===== config.mk =====
export PLATFORM = sky130hd
export DESIGN_NAME = spi_boot_loader_flat
export DESIGN_NICKNAME = d
export VERILOG_FILES = /design/src/source/dbg_boot_pkg.sv /design/src/source/ram_bus_if.sv /design/src/source/spi_boot_loader.sv /design/src/flat_wrapper.sv
export VERILOG_INCLUDE_DIRS = /design/src /design/src/source
export SDC_FILE = /design/constraint.sdc
export NUM_CORES = 1
export LEC_CHECK = 0
export ABC_AREA = 1
export BUFFER_PORTS_ARGS = -buffer_cell sky130_fd_sc_hd__buf_2
export CORE_UTILIZATION = 55
export CTS_BUF_LIST = sky130_fd_sc_hd__clkbuf_8
export CTS_CLUSTER_DIAMETER = 100
export DETAILED_ROUTE_END_ITERATION = 12
export PLACE_DENSITY_LB_ADDON = 0.25
export SYNTH_ARGS = -nofsm -noshare
export SYNTH_HDL_FRONTEND = slang
export SYNTH_SLANG_ARGS = --single-unit

===== constraint.sdc =====
create_clock -name clk_i -period 9.05 [get_ports clk_i]
set_input_delay 1.81 -clock clk_i [delete_from_list [all_inputs] [get_ports clk_i]]
set_output_delay 1.81 -clock clk_i [all_outputs]
set_load 0.02 [all_outputs]

===== src/source/dbg_boot_consts.svh =====
/*
 * Debug and boot corner constants
 * RAM geometry, software status and log addresses, SPI boot frame length
 */

`ifndef DBG_BOOT_CONSTS_SVH
`define DBG_BOOT_CONSTS_SVH

// Main RAM geometry
`define RAM_WORDS 256
`define RAM_AW 8

// Byte addresses that software writes to report progress
// Both lie inside the RAM so the writes also land in memory
`define STATUS_ADDR 16'h03f8
`define LOG_ADDR 16'h03fc

// One boot frame, 16-bit byte address then 32-bit data, MSB first
`define SPI_FRAME_BITS 48

`endif


===== src/source/dbg_boot_pkg.sv =====
/*
 * Debug and boot package
 * Shared data, address and debug-port mode types
 */

`default_nettype none

package dbg_boot_pkg;

  // One RAM data word
  typedef logic [31:0] word_t;

  // Byte address, bits 9 to 2 select the RAM word
  typedef logic [15:0] baddr_t;

  // Debug port mode, taken from the jtag_spi_n strap
  typedef enum logic {
    DPS_SPI  = 1'b0,
    DPS_JTAG = 1'b1
  } dps_mode_e;

endpackage

`default_nettype wire


===== src/source/ram_bus_if.sv =====
/*
 * Single-cycle RAM request bus
 * One access per cycle with req high, read data one cycle later
 */

`timescale 1ns/1ps
`default_nettype none

interface ram_bus_if;

  logic                   req;
  logic                   we;
  dbg_boot_pkg::baddr_t   addr;
  dbg_boot_pkg::word_t    wdata;
  dbg_boot_pkg::word_t    rdata;

  // Requester side
  modport master (
    output req, we, addr, wdata,
    input  rdata
  );

  // Responder side
  modport slave (
    input  req, we, addr, wdata,
    output rdata
  );

endinterface

`default_nettype wire


===== src/source/spi_boot_loader.sv =====
/*
 * SPI boot loader
 * Collects 48-bit frames and turns each complete one into a RAM write
 */

`timescale 1ns/1ps
`default_nettype none

`include "dbg_boot_consts.svh"

module spi_boot_loader (
  input  wire logic  clk_i,
  input  wire logic  arst_n_i,
  input  wire logic  sck_i,
  input  wire logic  mosi_i,
  input  wire logic  csb_i,
  output logic       miso_o,
  ram_bus_if.master  boot
);

  // Edge detection against the previous clock
  logic sck_q;
  logic csb_q;
  logic sck_rise;
  logic csb_rise;
  logic frame_ok;

  // Saturating bit count, one bit wider than needed for a full frame
  logic [$clog2(`SPI_FRAME_BITS):0] cnt_q;

  logic [`SPI_FRAME_BITS-1:0] shift_q;
  logic [`SPI_FRAME_BITS-1:0] frame_q;

  logic miso_q;
  logic pend_q;
  logic req_q;

  assign sck_rise = sck_i & ~sck_q & ~csb_i;
  assign csb_rise = csb_i & ~csb_q;
  assign frame_ok = csb_rise && (cnt_q == `SPI_FRAME_BITS);

  always_ff @(posedge clk_i or negedge arst_n_i) begin
    if (!arst_n_i) begin
      sck_q  <= 1'b0;
      csb_q  <= 1'b1;
      cnt_q  <= '0;
      miso_q <= 1'b0;
      pend_q <= 1'b0;
      req_q  <= 1'b0;
    end else begin
      sck_q  <= sck_i;
      csb_q  <= csb_i;
      // Frame captured this cycle, write goes out on the next
      pend_q <= frame_ok;
      req_q  <= pend_q;
      if (csb_i) begin
        cnt_q <= '0;
      end else if (sck_rise && (cnt_q != '1)) begin
        cnt_q <= cnt_q + 1'b1;
      end
      // Echo of the last received bit for link checks
      if (sck_rise) begin
        miso_q <= mosi_i;
      end
    end
  end

  // Frame data path
  always_ff @(posedge clk_i) begin
    if (sck_rise) begin
      shift_q <= {shift_q[`SPI_FRAME_BITS-2:0], mosi_i};
    end
    if (frame_ok) begin
      frame_q <= shift_q;
    end
  end

  assign miso_o = miso_q;

  // Address in the upper bits, data word below
  assign boot.req   = req_q;
  assign boot.we    = req_q;
  assign boot.addr  = frame_q[`SPI_FRAME_BITS-1 -: 16];
  assign boot.wdata = frame_q[31:0];

endmodule

`default_nettype wire


===== src/flat_wrapper.sv =====
// flat-port wrapper written by rule: the top's interface ports become plain ports
module spi_boot_loader_flat 
  (clk_i, arst_n_i, sck_i, mosi_i, csb_i, miso_o, boot_req, boot_we, boot_addr, boot_wdata, boot_rdata);
  ram_bus_if boot_i ();
  input  wire logic clk_i;
  input  wire logic arst_n_i;
  input  wire logic sck_i;
  input  wire logic mosi_i;
  input  wire logic csb_i;
  output logic miso_o;
  output wire logic [$bits(boot_i.req)-1:0] boot_req;
  output wire logic [$bits(boot_i.we)-1:0] boot_we;
  output wire logic [$bits(boot_i.addr)-1:0] boot_addr;
  output wire logic [$bits(boot_i.wdata)-1:0] boot_wdata;
  input wire logic [$bits(boot_i.rdata)-1:0] boot_rdata;
  assign boot_req = boot_i.req;
  assign boot_we = boot_i.we;
  assign boot_addr = boot_i.addr;
  assign boot_wdata = boot_i.wdata;
  assign boot_i.rdata = boot_rdata;
  spi_boot_loader u_core (.clk_i(clk_i), .arst_n_i(arst_n_i), .sck_i(sck_i), .mosi_i(mosi_i), .csb_i(csb_i), .miso_o(miso_o), .boot(boot_i));
endmodule

==> metrics.md <==
| Metric | Value |
|---|---|
| Cell Area, Synth | 0.00346 mm² |
| # DRC | 0 |
| 1st-pass router iterations | 4 |
| CTS tree | done |
| Fin crit period | 2.96 ns |
| Avg Cell Area, Syn | 21.8 µm² |
| Period utilization | 0.327 |
| Seq/Total Area, Yosys | 0.921 |
| GP Congestion | 0.832 |
| Antenna violations before repair | 0 |
| Diodes inserted | 0 |
| Die span in y | 81.3 µm |
| Nets | 264 |
| Slowest cell on the critical path | buf_4 |
| Hold Buf Count CTS | 0 |
| CP startpoint kind | input port |
| Setup Total Neg Slack | 0 ns |
| Final Routed Wirelength | 4490 µm |
| Leading cell type in the layout, fill and taps excluded | edfxtp_1 |
| Met3 Usage GRT | 0.0393 |
| Yosys warns | 0 |
| Setup violators final | 0 |
| Num CTS Buffers | 9 |
| Iteration-0 DRC Markers | 164 |
| WL/cell | 14.7 µm |
| Cell taking the most area after synthesis | edfxtp_1 |
| Root Buffer | clkbuf_8 |
| Synth top area share | 0.834 |
| Crit path max fanout | 32 |
| Fmax | 0.338 GHz |
| Crit-path max cell delay | 0.48 ns |
| Postcts setup bufs | 0 |
| Post-route cell area | 0.00402 mm² |
| Pre-CTS WS | 5.68 ns |
| Synthesized flop and latch total | 108 |
| Gr usage total | 0.149 |
| Netlist cell types | 21 |
| Ranking of synthesized cells by area | edfxtp_1, dfrtp_1, nand3_1, nand2_1, dfstp_2 |
| Post-Synthesis Cells | 159 |
| Endpoints failing hold | 0 |
| Dpl cell area | 0.00383 mm² |
| Area of the multi-input gates | 236 µm² |
| H-tree levels | 3 |
| Later-pin clock latency in the skew report | 0.35 ns |
| Post-route ant nets | 0 |
| Most frequent cells in the layout | edfxtp_1, buf_2, dfrtp_1 |
| Vias in the first global route | 1412 |
| Required time worst endpoint | 9.06 ns |
| Finished Layout Cells | 305 |
| Status | finished, final reports clean |
| Syn nets | 198 |
| Worst vdd ir | 91.3 µV |
| Die Width | 81.3 µm |
| Io pins | 88 |
| Die ar. | 0.00661 mm² |
| Gr busiest metal | met1 |
| Slew of the pin with the lowest slew margin | 0.605 ns |
| Vias per Instance | 4.92 |
| Skew final | 0.0121 ns |
| Worst path arrival time | 2.97 ns |
| Leakage power | 1.48 nW |
| Total congestion overflow | 0 |
| Clk buf depth | 2 |
| Placeable Area | 0.00599 mm² |
| Setup WS post-layout | 6.09 ns |
| First-pass GRT wire length | 6870 µm |
| Starting Density | 0.577 |
| Met1 GRT Util | 0.210 |
| RSZ-0062 raised after global routing | false |
| Power per cell area | 208 mW/mm² |
| Slew Limit Fails | 0 |
| CTS sink count | 108 |
| Via count | 1500 |
| CP cell instances | buf_2 > nand2_1 > nor2_4 > buf_4 |
| Slew HR | 0.596 |
| Layout cells sized above 1 | 0.343 |
| # port buffers | 55 |
| Dpl hpwl | 2660 µm |
| Crit end category | register |
| Pin count of the biggest net entering global routing | 50 |
| CP Class | input port to register |
| Clock transition at path regs | 0.09 ns |
| MaxCap Viol Count | 0 |
| CTS resizes | 0 |
| Hold Crit Class | register to register |
| Final Power | 0.837 mW |
| M2 GR Usage | 0.209 |
| Area grow syn2layout | 16.4% |
| Fill cell count | 385 |
| Placed cells | 289 |
| FF+latch area | 0.00318 mm² |
| Row cnt | 28 |
==> layer usage <==
metal	wire length, µm	up-vias
li1	-	724
met1	2160	728
met2	2030	39
met3	207	9
met4	87	0
met5	0	-
==> cell type report <==
cell class,count,share of cell area
sequential,108,0.791
timing repair buffer,57,0.0721
multi-input combinational,41,0.0588
clock buffer,9,0.0308
tap,75,0.0233
clock inverter,7,0.0162
inverter,8,0.00746
==> power breakdown <==
part           switching [mW]  internal [mW]
Clock                   0.148          0.127
Sequential            0.00363          0.547
Combinational         0.00878        0.00282
==> worst max-delay path, delay by kind of cell <==
family | cells | cell delay, ns
buffers and inverters | 2 | 0.57
and+or+nand+nor | 2 | 0.56
==> synth_stat cells <==
library cell / number
edfxtp_1: 96
dfrtp_1: 11
nand2_1: 10
nand3_1: 10
inv_1: 6
nor2_1: 4
o21ai_0: 4
ha_1: 2
inv_2: 2
nand2_2: 2
xnor2_1: 2
a21oi_1: 1
buf_4: 1
buf_6: 1
dfstp_2: 1
nand3_2: 1
nand4_1: 1
nor2_2: 1
nor4_1: 1
o21ai_1: 1
xor2_1: 1
==> cell families (layout without fill, tap and decap cells) <==
| family | after synthesis | count (layout) | synth area share |
|---|---|---|---|
| buf+inv | 10 | 81 | 0.0141 |
| simple gates | 30 | 30 | 0.0416 |
| xor+xnor | 3 | 3 | 0.00760 |
| fa+ha+maj | 2 | 2 | 0.00723 |
| compound gates | 6 | 6 | 0.00868 |
| flops | 108 | 108 | 0.921 |
==> per-stage QoR <==
step / hold slack (ns) / utilization
final: 0.356 / 0.672
after global routing: 0.361 / 0.672
after CTS: 0.358 / 0.672
after detailed placement: 0.336 / 0.640
after global placement: 0.332 / 0.640
after floorplan: 0.331 / -
==> final timing paths <==
check	endpoint	depth (start not counted)	slack [ns]	from
max reg2reg	u_core.shift_q[7]$_DFFE_PP_	4	7.24	u_core.sck_q$_DFF_PN0_
max	u_core.shift_q[7]$_DFFE_PP_	4	6.09	sck_i
min in group asynchronous	u_core.cnt_q[6]$_DFFE_PN0P_	1	1.32	arst_n_i
min reg2reg	u_core.boot.req$_DFF_PN0_	0	0.36	u_core.pend_q$_DFF_PN0_
min	u_core.boot.req$_DFF_PN0_	0	0.36	u_core.pend_q$_DFF_PN0_
max in group asynchronous	u_core.csb_q$_DFF_PN1_	1	7.47	arst_n_i
==> flip-flops by register name, summed over array words and instances (netlist names) <==
| register | cells |
|---|---|
| u_core.boot.req | 1 |
| u_core.cnt_q | 7 |
| u_core.sck_q | 1 |
| u_core.frame_q | 48 |
| u_core.miso_o | 1 |
| u_core.shift_q | 48 |
| u_core.pend_q | 1 |
| u_core.csb_q | 1 |
No activity file was read; power rests on OpenSTA's default activity.
