==> src/source/dbg_boot_consts.svh <==
/*
 * Debug and boot corner constants
 * RAM geometry, software status and log addresses, SPI boot frame length
 */

`ifndef DBG_BOOT_CONSTS_SVH
`define DBG_BOOT_CONSTS_SVH

// Main RAM geometry
`define RAM_WORDS 256
`define RAM_AW 8

// Byte addresses that software writes to report progress
// Both lie inside the RAM so the writes also land in memory
`define STATUS_ADDR 16'h03f8
`define LOG_ADDR 16'h03fc

// One boot frame, 16-bit byte address then 32-bit data, MSB first
`define SPI_FRAME_BITS 48

`endif

==> src/source/dbg_boot_pkg.sv <==
/*
 * Debug and boot package
 * Shared data, address and debug-port mode types
 */

`default_nettype none

package dbg_boot_pkg;

  // One RAM data word
  typedef logic [31:0] word_t;

  // Byte address, bits 9 to 2 select the RAM word
  typedef logic [15:0] baddr_t;

  // Debug port mode, taken from the jtag_spi_n strap
  typedef enum logic {
    DPS_SPI  = 1'b0,
    DPS_JTAG = 1'b1
  } dps_mode_e;

endpackage

`default_nettype wire

==> src/source/dps_pad_mux.sv <==
/*
 * Debug port pad mux
 * Latches the straps, routes the shared pins to SPI or JTAG,
 * and holds the JTAG bypass register
 */

`timescale 1ns/1ps
`default_nettype none

module dps_pad_mux (
  input  wire logic                    clk_i,
  input  wire logic                    arst_n_i,
  input  wire logic                    sck_tck_i,
  input  wire logic                    mosi_tdi_i,
  input  wire logic                    csb_tms_i,
  input  wire logic                    trst_n_i,
  input  wire logic                    jtag_spi_n_i,
  input  wire logic                    bootstrap_i,
  input  wire logic                    spi_miso_i,
  output logic                         miso_tdo_o,
  output logic                         spi_sck_o,
  output logic                         spi_mosi_o,
  output logic                         spi_csb_o,
  output logic                         boot_mode_o,
  output dbg_boot_pkg::dps_mode_e      mode_o
);

  // Pin order {trst_n, csb_tms, mosi_tdi, sck_tck}
  logic [3:0] sync1_q;
  logic [3:0] sync2_q;

  logic                    strap_done_q;
  logic                    boot_q;
  dbg_boot_pkg::dps_mode_e mode_q;

  logic tck_q;
  logic bypass_q;
  logic in_jtag;
  logic tck_rise;

  // Two-flop synchronizers, csb idles high
  always_ff @(posedge clk_i or negedge arst_n_i) begin
    if (!arst_n_i) begin
      sync1_q <= 4'b0100;
      sync2_q <= 4'b0100;
    end else begin
      sync1_q <= {trst_n_i, csb_tms_i, mosi_tdi_i, sck_tck_i};
      sync2_q <= sync1_q;
    end
  end

  // Straps are sampled once, on the first edge out of reset
  always_ff @(posedge clk_i or negedge arst_n_i) begin
    if (!arst_n_i) begin
      strap_done_q <= 1'b0;
      boot_q       <= 1'b0;
      mode_q       <= dbg_boot_pkg::DPS_SPI;
    end else if (!strap_done_q) begin
      strap_done_q <= 1'b1;
      boot_q       <= bootstrap_i;
      mode_q       <= jtag_spi_n_i ? dbg_boot_pkg::DPS_JTAG : dbg_boot_pkg::DPS_SPI;
    end
  end

  assign in_jtag  = (mode_q == dbg_boot_pkg::DPS_JTAG);
  assign tck_rise = in_jtag & sync2_q[0] & ~tck_q;

  // Bypass register, TDI shows on TDO one TCK later
  always_ff @(posedge clk_i or negedge arst_n_i) begin
    if (!arst_n_i) begin
      tck_q    <= 1'b0;
      bypass_q <= 1'b0;
    end else begin
      tck_q <= sync2_q[0];
      if (!sync2_q[3]) begin
        bypass_q <= 1'b0;
      end else if (tck_rise) begin
        bypass_q <= sync2_q[1];
      end
    end
  end

  // SPI side sees an idle bus while JTAG owns the pins
  assign spi_sck_o  = ~in_jtag & sync2_q[0];
  assign spi_mosi_o = sync2_q[1];
  assign spi_csb_o  = in_jtag | sync2_q[2];

  assign miso_tdo_o  = in_jtag ? bypass_q : spi_miso_i;
  assign boot_mode_o = boot_q;
  assign mode_o      = mode_q;

endmodule

`default_nettype wire

==> config.mk <==
export PLATFORM = sky130hd
export DESIGN_NAME = dps_pad_mux
export DESIGN_NICKNAME = d
export VERILOG_FILES = /design/src/source/dbg_boot_consts.svh /design/src/source/dbg_boot_pkg.sv /design/src/source/dps_pad_mux.sv
export SDC_FILE = /design/constraint.sdc
export NUM_CORES = 1
export LEC_CHECK = 0
export BUFFER_PORTS_ARGS = -buffer_cell sky130_fd_sc_hd__buf_4
export CORE_AREA = 2 2 39 41
export CTS_CLUSTER_DIAMETER = 80
export CTS_CLUSTER_SIZE = 16
export DETAILED_ROUTE_END_ITERATION = 7
export DIE_AREA = 0 0 41 43
export MAX_ROUTING_LAYER = met4
export PLACE_DENSITY_LB_ADDON = 0.15
export SYNTH_ARGS = -nofsm -noshare
export SYNTH_HDL_FRONTEND = slang
export SYNTH_SLANG_ARGS = --single-unit
==> constraint.sdc <==
create_clock -name clk_i -period 0.9 [get_ports clk_i]
set_input_delay 0.09 -clock clk_i [delete_from_list [all_inputs] [get_ports clk_i]]
set_output_delay 0.09 -clock clk_i [all_outputs]
set_load 0.03 [all_outputs]
==> results.cfg, run 1 <==
[outcome]
outcome = complete, but fails checks
violations = negative setup slack

[timing]
maxSlewViolCount = 0
fmax_mhz = 812
finalWorstSetupSlack_ns = -0.332
post-route-period-util_pct = 137
layout_min_cycle_time_ns = 1.23
setup_viol = 5
hold_viol = 0
worst_clock_skew_ns = 0.00316
rsz0062_at_grt = true

[setup_path]
path_class = reg2out
end_kind = output pin
cp-start-kind = flip-flop
critical_path.cell_chain = mux2_4 -> buf_6
crit_fanout = 5
crit_arrival_ns = 1.14
critical-path-top-delay-family = flip-flops
slowest_stage = dfrtp_2
max_stage_delay_ns = 0.44
path_buf_inv = 1
required_ns = 0.81

[route]
drtPass1Iterations = 2
ant_nets = 0
post-route-drc-count = 0
routed_wl_um = 611
dr_total_vias = 265
viasPerCell = 4.08
wl_per_cell_um = 9.40
drtIter0Drc = 4

[grt]
grt_pass1_vias = 256
grt_max_degree = 14
overflow = 0
grt_usage_pct = 10.0
grt_pass1_wl_um = 1100
grt_antenna_before_repair = 0

[layout]
multi_input_area_sq_um = 83.8
drive_gt1_share_pct = 57.1
stdcell_area_sq_um = 663
num_antenna_cells = 0
regArea_sq_um = 329
syn2layout_area_growth_pct = 63.6
nets = 59
num-fill-cells = 131

[yosys]
async_reset_ff_share_pct = 100
ys_seq_area_share_pct = 80.9
synthTopCellsByCount = dfrtp_1, mux2_2, dfstp_2, nand2_1
synthTopCellsByArea = dfrtp_1, dfstp_2, mux2_2, mux2i_1, and2b_2
synth_edf_count = 0
syn_inst = 23
syn_avg_cell_area_sq_um = 17.6
synth_top_area_share_pct = 67.9
yosys.area.top_type = dfrtp_1
synthFlopType = dfrtp_1
syn_area_sq_um = 405
synth_seq_cells = 13
yosysWarningCount = 0
yosys.cell_count.top_type = dfrtp_1
synth.distinct_cells = 9
syn_nets = 32

[power]
p_total_uw = 1180
leakage_uw = 0.000318
p_per_area_mw_per_mm2 = 1780
ir_worst_vdd_mv = 0.988

[cts]
cts_buffer_depth = 2
root_buffer = clkbuf_4
clk_latency_ns = 0.26
clkSinkCount = 13
cts.clk_slew.worst_paths_ns = 0.07
cts_tree = yes
htreeDepth = 1
cts_buffers = 3

[die]
core-area_sq_mm = 0.00138
io_pins = 15
initial_core_util_pct = 29.3
dieArea_sq_mm = 0.00176
row_count = 14
die_w_um = 41
die_h_um = 43

[placement]
place_area_sq_um = 538
gp_congestion = 0.590
dp_hpwl_um = 425
port_buffers = 14

[min_path]
min_path_type = in2reg

[flow_run]
drv_cap = 0
==> area by class of cell <==
cell class / count / share of cell area (%)
Clock buffer: 4 / 3.96
Multi-Input combinational cell: 10 / 12.6
Timing Repair Buffer: 22 / 30.8
Tap cell: 16 / 3.02
Sequential cell: 13 / 49.6
==> layer usage <==
| layer | GRT usage [%] | up-vias | share of wire, % |
|---|---|---|---|
| li1 | - | 125 | - |
| met3 | 4.71 | 2 | 7.5 |
| met4 | 6.00 | 0 | 1.1 |
| met1 | 11.5 | 127 | 37 |
| met5 | - | - | 0 |
| met2 | 13.8 | 11 | 54 |
==> per-stage QoR <==
stage | hold WS [ns] | worst slack (ns) | cells | utilization [%] | setup TNS (ns)
after detailed placement | -0.0612 | -0.0764 | 53 | 38.9 | -0.106
final | 0.0535 | -0.332 | 65 | 47.9 | -1.25
after global routing | 0.0396 | -0.373 | 65 | 47.9 | -1.49
after floorplan | -0.206 | -0.0398 | 23 | - | -0.0398
after CTS | 0.0427 | -0.349 | 64 | 47.4 | -1.33
after global placement | -0.0625 | -0.0683 | 53 | 38.9 | -0.0903
==> path summary, 6_finish.rpt <==
kind                                      start                 endpoint  slack [ns]  depth (start not counted)
max                          mode_o$_DFFE_PN0N_               miso_tdo_o       -0.33                          2
min                                 bootstrap_i  boot_mode_o$_DFFE_PN0N_        0.05                          2
max reg2reg                  mode_o$_DFFE_PN0N_       mode_o$_DFFE_PN0N_       -0.15                          3
min reg2reg                sync1_q[3]$_DFF_PN0_     sync2_q[3]$_DFF_PN0_        0.35                          0
max in group asynchronous              arst_n_i     sync2_q[2]$_DFF_PN1_        0.48                          2
min in group asynchronous              arst_n_i  boot_mode_o$_DFFE_PN0N_        0.19                          2
==> timing repair <==
item,in CTS,in global routing
pin swaps,0,0
gates resized for setup,7,0
hold endpoints to repair,17,0
hold buffers,5,0
endpoints found under the setup margin,6,7
setup buffers,2,1
==> report_power, final <==
part / leakage, uW / internal (uW) / total [uW] / switching (uW)
Combinational: 0.000152 / 122 / 209 / 86.5
Clock: 0.0000150 / 171 / 332 / 161
Sequential: 0.000150 / 622 / 642 / 19.6
Total: 0.000318 / 915 / 1180 / 267
==> cell families after synthesis <==
| family | count (synthesis) | synth area share (%) |
|---|---|---|
| flops | 13 | 80.9 |
| mux | 4 | 10.8 |
| other cells | 1 | 0.925 |
| simple gates | 5 | 7.41 |
==> state kept, by name, summed over array words and instances (netlist names) <==
register,flops
boot_mode_o,1
tck_q,1
sync1_q,4
bypass_q,1
sync2_q,4
mode_o,1
strap_done_q,1
==> cell usage in the layout (no fill, tap or decap) <==
master / n
and2b_2: 1
mux2i_1: 1
buf_6: 7
clkbuf_1: 1
clkbuf_4: 3
conb_1: 1
mux2_4: 1
or2_4: 1
nand2_1: 2
nand3b_1: 1
dfstp_2: 2
dlygate4sd3_1: 5
dfrtp_1: 10
mux2_2: 2
dfrtp_2: 1
buf_4: 10
(Power assumes the default switching activity.)
==> inputs of run 2 (changes only) <==
==> constraint.sdc (replaced) <==
create_clock -name clk_i -period 0.9 [get_ports clk_i]
set_input_delay 0.135 -clock clk_i [delete_from_list [all_inputs] [get_ports clk_i]]
set_output_delay 0.135 -clock clk_i [all_outputs]
set_load 0.03 [all_outputs]
==> run 2 against run 1 <==
Critical path type unchanged. Routed wire length is 4.4% lower. Clock skew hardly changed. Fmax is 4.2% lower. Sequential cell count stayed put. Core utilization is 0.45 points lower. Critical endpoint unchanged. Die area stayed put. Register-to-register slack better by 0.23 ns. Hold slack better by 0.046 ns. Count of clock-buffer cells in the layout is 1 lower. Largest cell class unchanged. Final cell count is 1.5% lower. The flow still finishes with violations (negative setup slack). Combinational power is 3% lower. Clock power is 2% higher.
==> results.cfg, run 2 (synthesis gave the netlist of run 1 again) <==
[grt]
grt_usage_pct = 10.2
grt_max_degree = 14
grt_pass1_wl_um = 1120
grt_pass1_vias = 274
overflow = 0
grt_antenna_before_repair = 0

[timing]
worst_clock_skew_ns = 0.00284
holdWs_ns = 0.0997
fmax_mhz = 777
post-route-period-util_pct = 143
rsz0062_at_grt = true
layout_min_cycle_time_ns = 1.29
setup_viol = 6
hold_viol = 0
finalWorstSetupSlack_ns = -0.386
maxSlewViolCount = 0

[setup_path]
path_class = reg2out
critical_path.cell_chain = mux2_4 -> buf_6
end_kind = output pin
crit_fanout = 6
cp-start-kind = flip-flop
required_ns = 0.76
slowest_stage = dfrtp_2
crit_arrival_ns = 1.15
max_stage_delay_ns = 0.44

[outcome]
violations = negative setup slack
outcome = complete, but fails checks

[power]
p_clk_share_pct = 28.6
swShare_pct = 23.5
seq_power_share_pct = 54.3
power_frac_comb_pct = 17.1
p_sw_uw = 278
p_total_uw = 1180
leakage_uw = 0.000316
ir_worst_vdd_mv = 0.886
p_per_area_mw_per_mm2 = 1800
internal-power_uw = 903

[die]
dieArea_sq_mm = 0.00176
row_count = 14
initial_core_util_pct = 29.3
die_w_um = 41
io_pins = 15
core-area_sq_mm = 0.00138
die_h_um = 43

[layout]
num_antenna_cells = 0
final_cell_count_no_fill = 64
syn2layout_area_growth_pct = 62.0
largest_registers = sync1_q x4, sync2_q x4
final_cell_mix = dfrtp_1, buf_4, buf_6
drive_gt1_share_pct = 58.3
layout_commonest_cell = dfrtp_1
nets = 58

[route]
wl_per_cell_um = 9.13
post-route-drc-count = 0
routed_wl_um = 584
ant_nets = 0
viasPerCell = 4.03
drtIter0Drc = 2
drtPass1Iterations = 2
dr_total_vias = 258

[cts]
clk_latency_ns = 0.27
cts.clk_slew.worst_paths_ns = 0.07
htreeDepth = 1
cts_buffer_depth = 2
clkSinkCount = 13
cts_buffers = 3
cts_tree = yes
root_buffer = clkbuf_4

[placement]
post-place-cells = 53
gp_congestion = 0.590
dp_hpwl_um = 410
port_buffers = 14
pre_cts_ws_ns = -0.120

[flow_run]
drv_cap = 0

[min_path]
min_path_type = in2reg
run 2: power by group through the flow:
stage / clock, uW / combinational (uW) / sequential [uW]
after floorplan: 0 / 56.3 / 672
final: 337 / 202 / 642
after global placement: 0 / 153 / 650
after detailed placement: 0 / 154 / 652
after CTS: 361 / 204 / 642
after global routing: 405 / 215 / 648
run 2: layer usage:
layer	wire [um]	global-route usage (%)	up-vias	part of all wire (%)
met5	0	-	-	0
met4	0	6.00	0	0
met2	317	15.6	10	54
met3	42	3.14	0	7.2
met1	225	11.1	124	39
li1	-	-	124	-
run 2: path summary, 6_finish.rpt:
| path | from | endpoint | slack, ns | cells after the start |
|---|---|---|---|---|
| max | mode_o$_DFFE_PN0N_ | miso_tdo_o | -0.39 | 2 |
| min | bootstrap_i | boot_mode_o$_DFFE_PN0N_ | 0.1 | 2 |
| max reg2reg | mode_o$_DFFE_PN0N_ | mode_o$_DFFE_PN0N_ | 0.08 | 1 |
| min reg2reg | sync1_q[0]$_DFF_PN0_ | sync2_q[0]$_DFF_PN0_ | 0.35 | 0 |
| max in group asynchronous | arst_n_i | sync2_q[2]$_DFF_PN1_ | 0.43 | 2 |
| min in group asynchronous | arst_n_i | sync2_q[0]$_DFF_PN0_ | 0.24 | 2 |
run 2: worst max-delay path: cells and delay by family (launching register included):
family	cells	cell delay [ns]
buffers and inverters	1	0.14
DFF	1	0.44
muxes	1	0.31
run 2: through the flow:
stage | area [sq um] | TNS, ns | utilization, %
6_report | 657 | -1.36 | 47.5
4_1_cts | 657 | -1.47 | 47.5
3_3_place_gp | 538 | -0.165 | 38.9
5_1_grt | 657 | -1.67 | 47.5
3_5_place_dp | 538 | -0.179 | 38.9
2_1_floorplan | 413 | -0.136 | -
run 2: layout make-up:
class / count / area, sq um
tap: 16 / 20.0
sequential: 13 / 329
fill: 130 / 727
timing repair buffer: 21 / 196
clock buffer: 3 / 22.5
multi-input combinational: 10 / 83.8
clock inverter: 1 / 5.00
run 2: what timing repair did:
action	4_1_cts	5_1_grt
hold buffers	5	0
setup endpoints to repair	6	6
setup buffers	2	0
pin swaps	1	1
endpoints found under the hold margin	17	0
gates resized for setup	7	0
==> inputs of run 3 (changes only) <==
CAP_MARGIN = 20   (was unset)
PLACE_DENSITY_LB_ADDON = unset   (was 0.15)
clock period = 1 ns   (was 0.9 ns; I/O delays follow)
==> run 3 against run 2 <==
The flow still finishes with violations (negative setup slack). Clock power is 10% lower. Die area stayed put. Combinational power fell by 17%.
==> results.cfg, run 3 (synthesis gave the netlist of run 1 again) <==
[outcome]
outcome = complete, but fails checks
violations = negative setup slack

[cts]
htreeDepth = 1
cts.clk_slew.worst_paths_ns = 0.07
cts_buffers = 3
root_buffer = clkbuf_4
cts_buffer_depth = 2
clk_latency_ns = 0.26
cts_tree = yes
clkSinkCount = 13

[die]
core-area_sq_mm = 0.00138
io_pins = 15
die_w_um = 41
die_h_um = 43
dieArea_sq_mm = 0.00176
initial_core_util_pct = 29.3
row_count = 14

[route]
wl_per_cell_um = 9.37
post-route-drc-count = 0
ant_nets = 0
routed_wl_um = 590
drtIter0Drc = 1
drtPass1Iterations = 3
viasPerCell = 4.05
dr_total_vias = 255

[grt]
grt_pass1_vias = 283
grt_max_degree = 14
grt_usage_pct = 9.82
grt_pass1_wl_um = 1010
overflow = 0
grt_antenna_before_repair = 0

[power]
p_total_uw = 1050
leakage_uw = 0.000304
p_per_area_mw_per_mm2 = 1640
ir_worst_vdd_mv = 0.629

[setup_path]
path_class = reg2out
crit_start = mode_o$_DFFE_PN0N_
critical_path.cell_chain = mux2_4 -> buf_6
crit_fanout = 6
crit_arrival_ns = 1.15
max_stage_delay_ns = 0.44
slowest_stage = dfrtp_2
rr_startpoint = mode_o$_DFFE_PN0N_
cp-start-kind = flip-flop
end_kind = output pin
required_ns = 0.85

[layout]
nets = 57
largest_registers = sync1_q x4, sync2_q x4
num-fill-cells = 131
syn2layout_area_growth_pct = 57.1
drive_gt1_share_pct = 55.3
num_antenna_cells = 0
final_cell_mix = buf_4, dfrtp_1, dlygate4sd3_1
stdcell_area_sq_um = 637
layout_commonest_cell = buf_4

[placement]
dp_hpwl_um = 423
gp_congestion = 0.591
port_buffers = 14
place_area_sq_um = 538

[timing]
fmax_mhz = 768
hold_viol = 0
rsz0062_at_grt = true
worst_clock_skew_ns = 0.000367
layout_min_cycle_time_ns = 1.30
post-route-period-util_pct = 130
setup_viol = 4
finalWorstSetupSlack_ns = -0.302
maxSlewViolCount = 0

[min_path]
hp-start = bootstrap_i
min_path_type = in2reg

[flow_run]
drv_cap = 0
-- run 3: cell count changes in the layout (fill, tap and decap cells not counted), sizes merged --
| cell | delta |
|---|---|
| clkinv | -1 |
| clkbuf | +1 |
| buf | -1 |
-- run 3: worst max-delay path: cells and delay by family, from the launching register on --
| kind | cells | cell delay [ns] |
|---|---|---|
| muxes | 1 | 0.31 |
| DFF | 1 | 0.44 |
| buffers and inverters | 1 | 0.14 |
-- run 3: cell type report --
class | instances | area (sq um) | share of cell area (%)
clock buffer | 4 | 26.3 | 4.13
sequential | 13 | 329 | 51.7
timing repair buffer | 20 | 178 | 27.9
multi-input combinational | 10 | 83.8 | 13.2
tap | 16 | 20.0 | 3.14
-- run 3: path summary, 6_finish.rpt --
path                                           end  slack, ns  depth (start not counted)
max                                     miso_tdo_o      -0.30                          2
min in group asynchronous  boot_mode_o$_DFFE_PN0N_       0.25                          2
min                        boot_mode_o$_DFFE_PN0N_       0.12                          2
max in group asynchronous     sync2_q[2]$_DFF_PN1_       0.52                          2
max reg2reg                     mode_o$_DFFE_PN0N_       0.18                          1
min reg2reg                   sync2_q[1]$_DFF_PN0_       0.35                          0
-- run 3: stage by stage --
stage | instances | TNS (ns) | util (%) | hold slack [ns] | setup WS, ns
6_report | 63 | -0.854 | 46.0 | 0.115 | -0.302
5_1_grt | 63 | -1.05 | 46.0 | 0.107 | -0.352
4_1_cts | 63 | -0.940 | 46.0 | 0.107 | -0.318
3_5_place_dp | 53 | -0.0396 | 38.9 | -0.00404 | -0.0396
3_3_place_gp | 53 | -0.0252 | 38.9 | -0.00592 | -0.0252
2_1_floorplan | 23 | 0 | - | -0.146 | 0.000222
-- run 3: routing by layer --
layer  global-route usage (%)  routed length (um)
met1                     7.34                 209
met2                     15.0                 334
met3                     3.14                  35
met4                     12.0                  10
met5                        -                   0
-- run 3: repair_timing --
action                                 4_1_cts  5_1_grt
setup endpoints to repair                    4        4
endpoints found under the hold margin       17        0
setup buffers                                1        0
hold buffers                                 5        0
pin swaps                                    0        1
gates resized for setup                      4        0
-- run 3: where the power goes --
group	internal [uW]	switching (uW)
clock	154	147
combinational	94.1	73.8
sequential	560	16.9
total	808	238
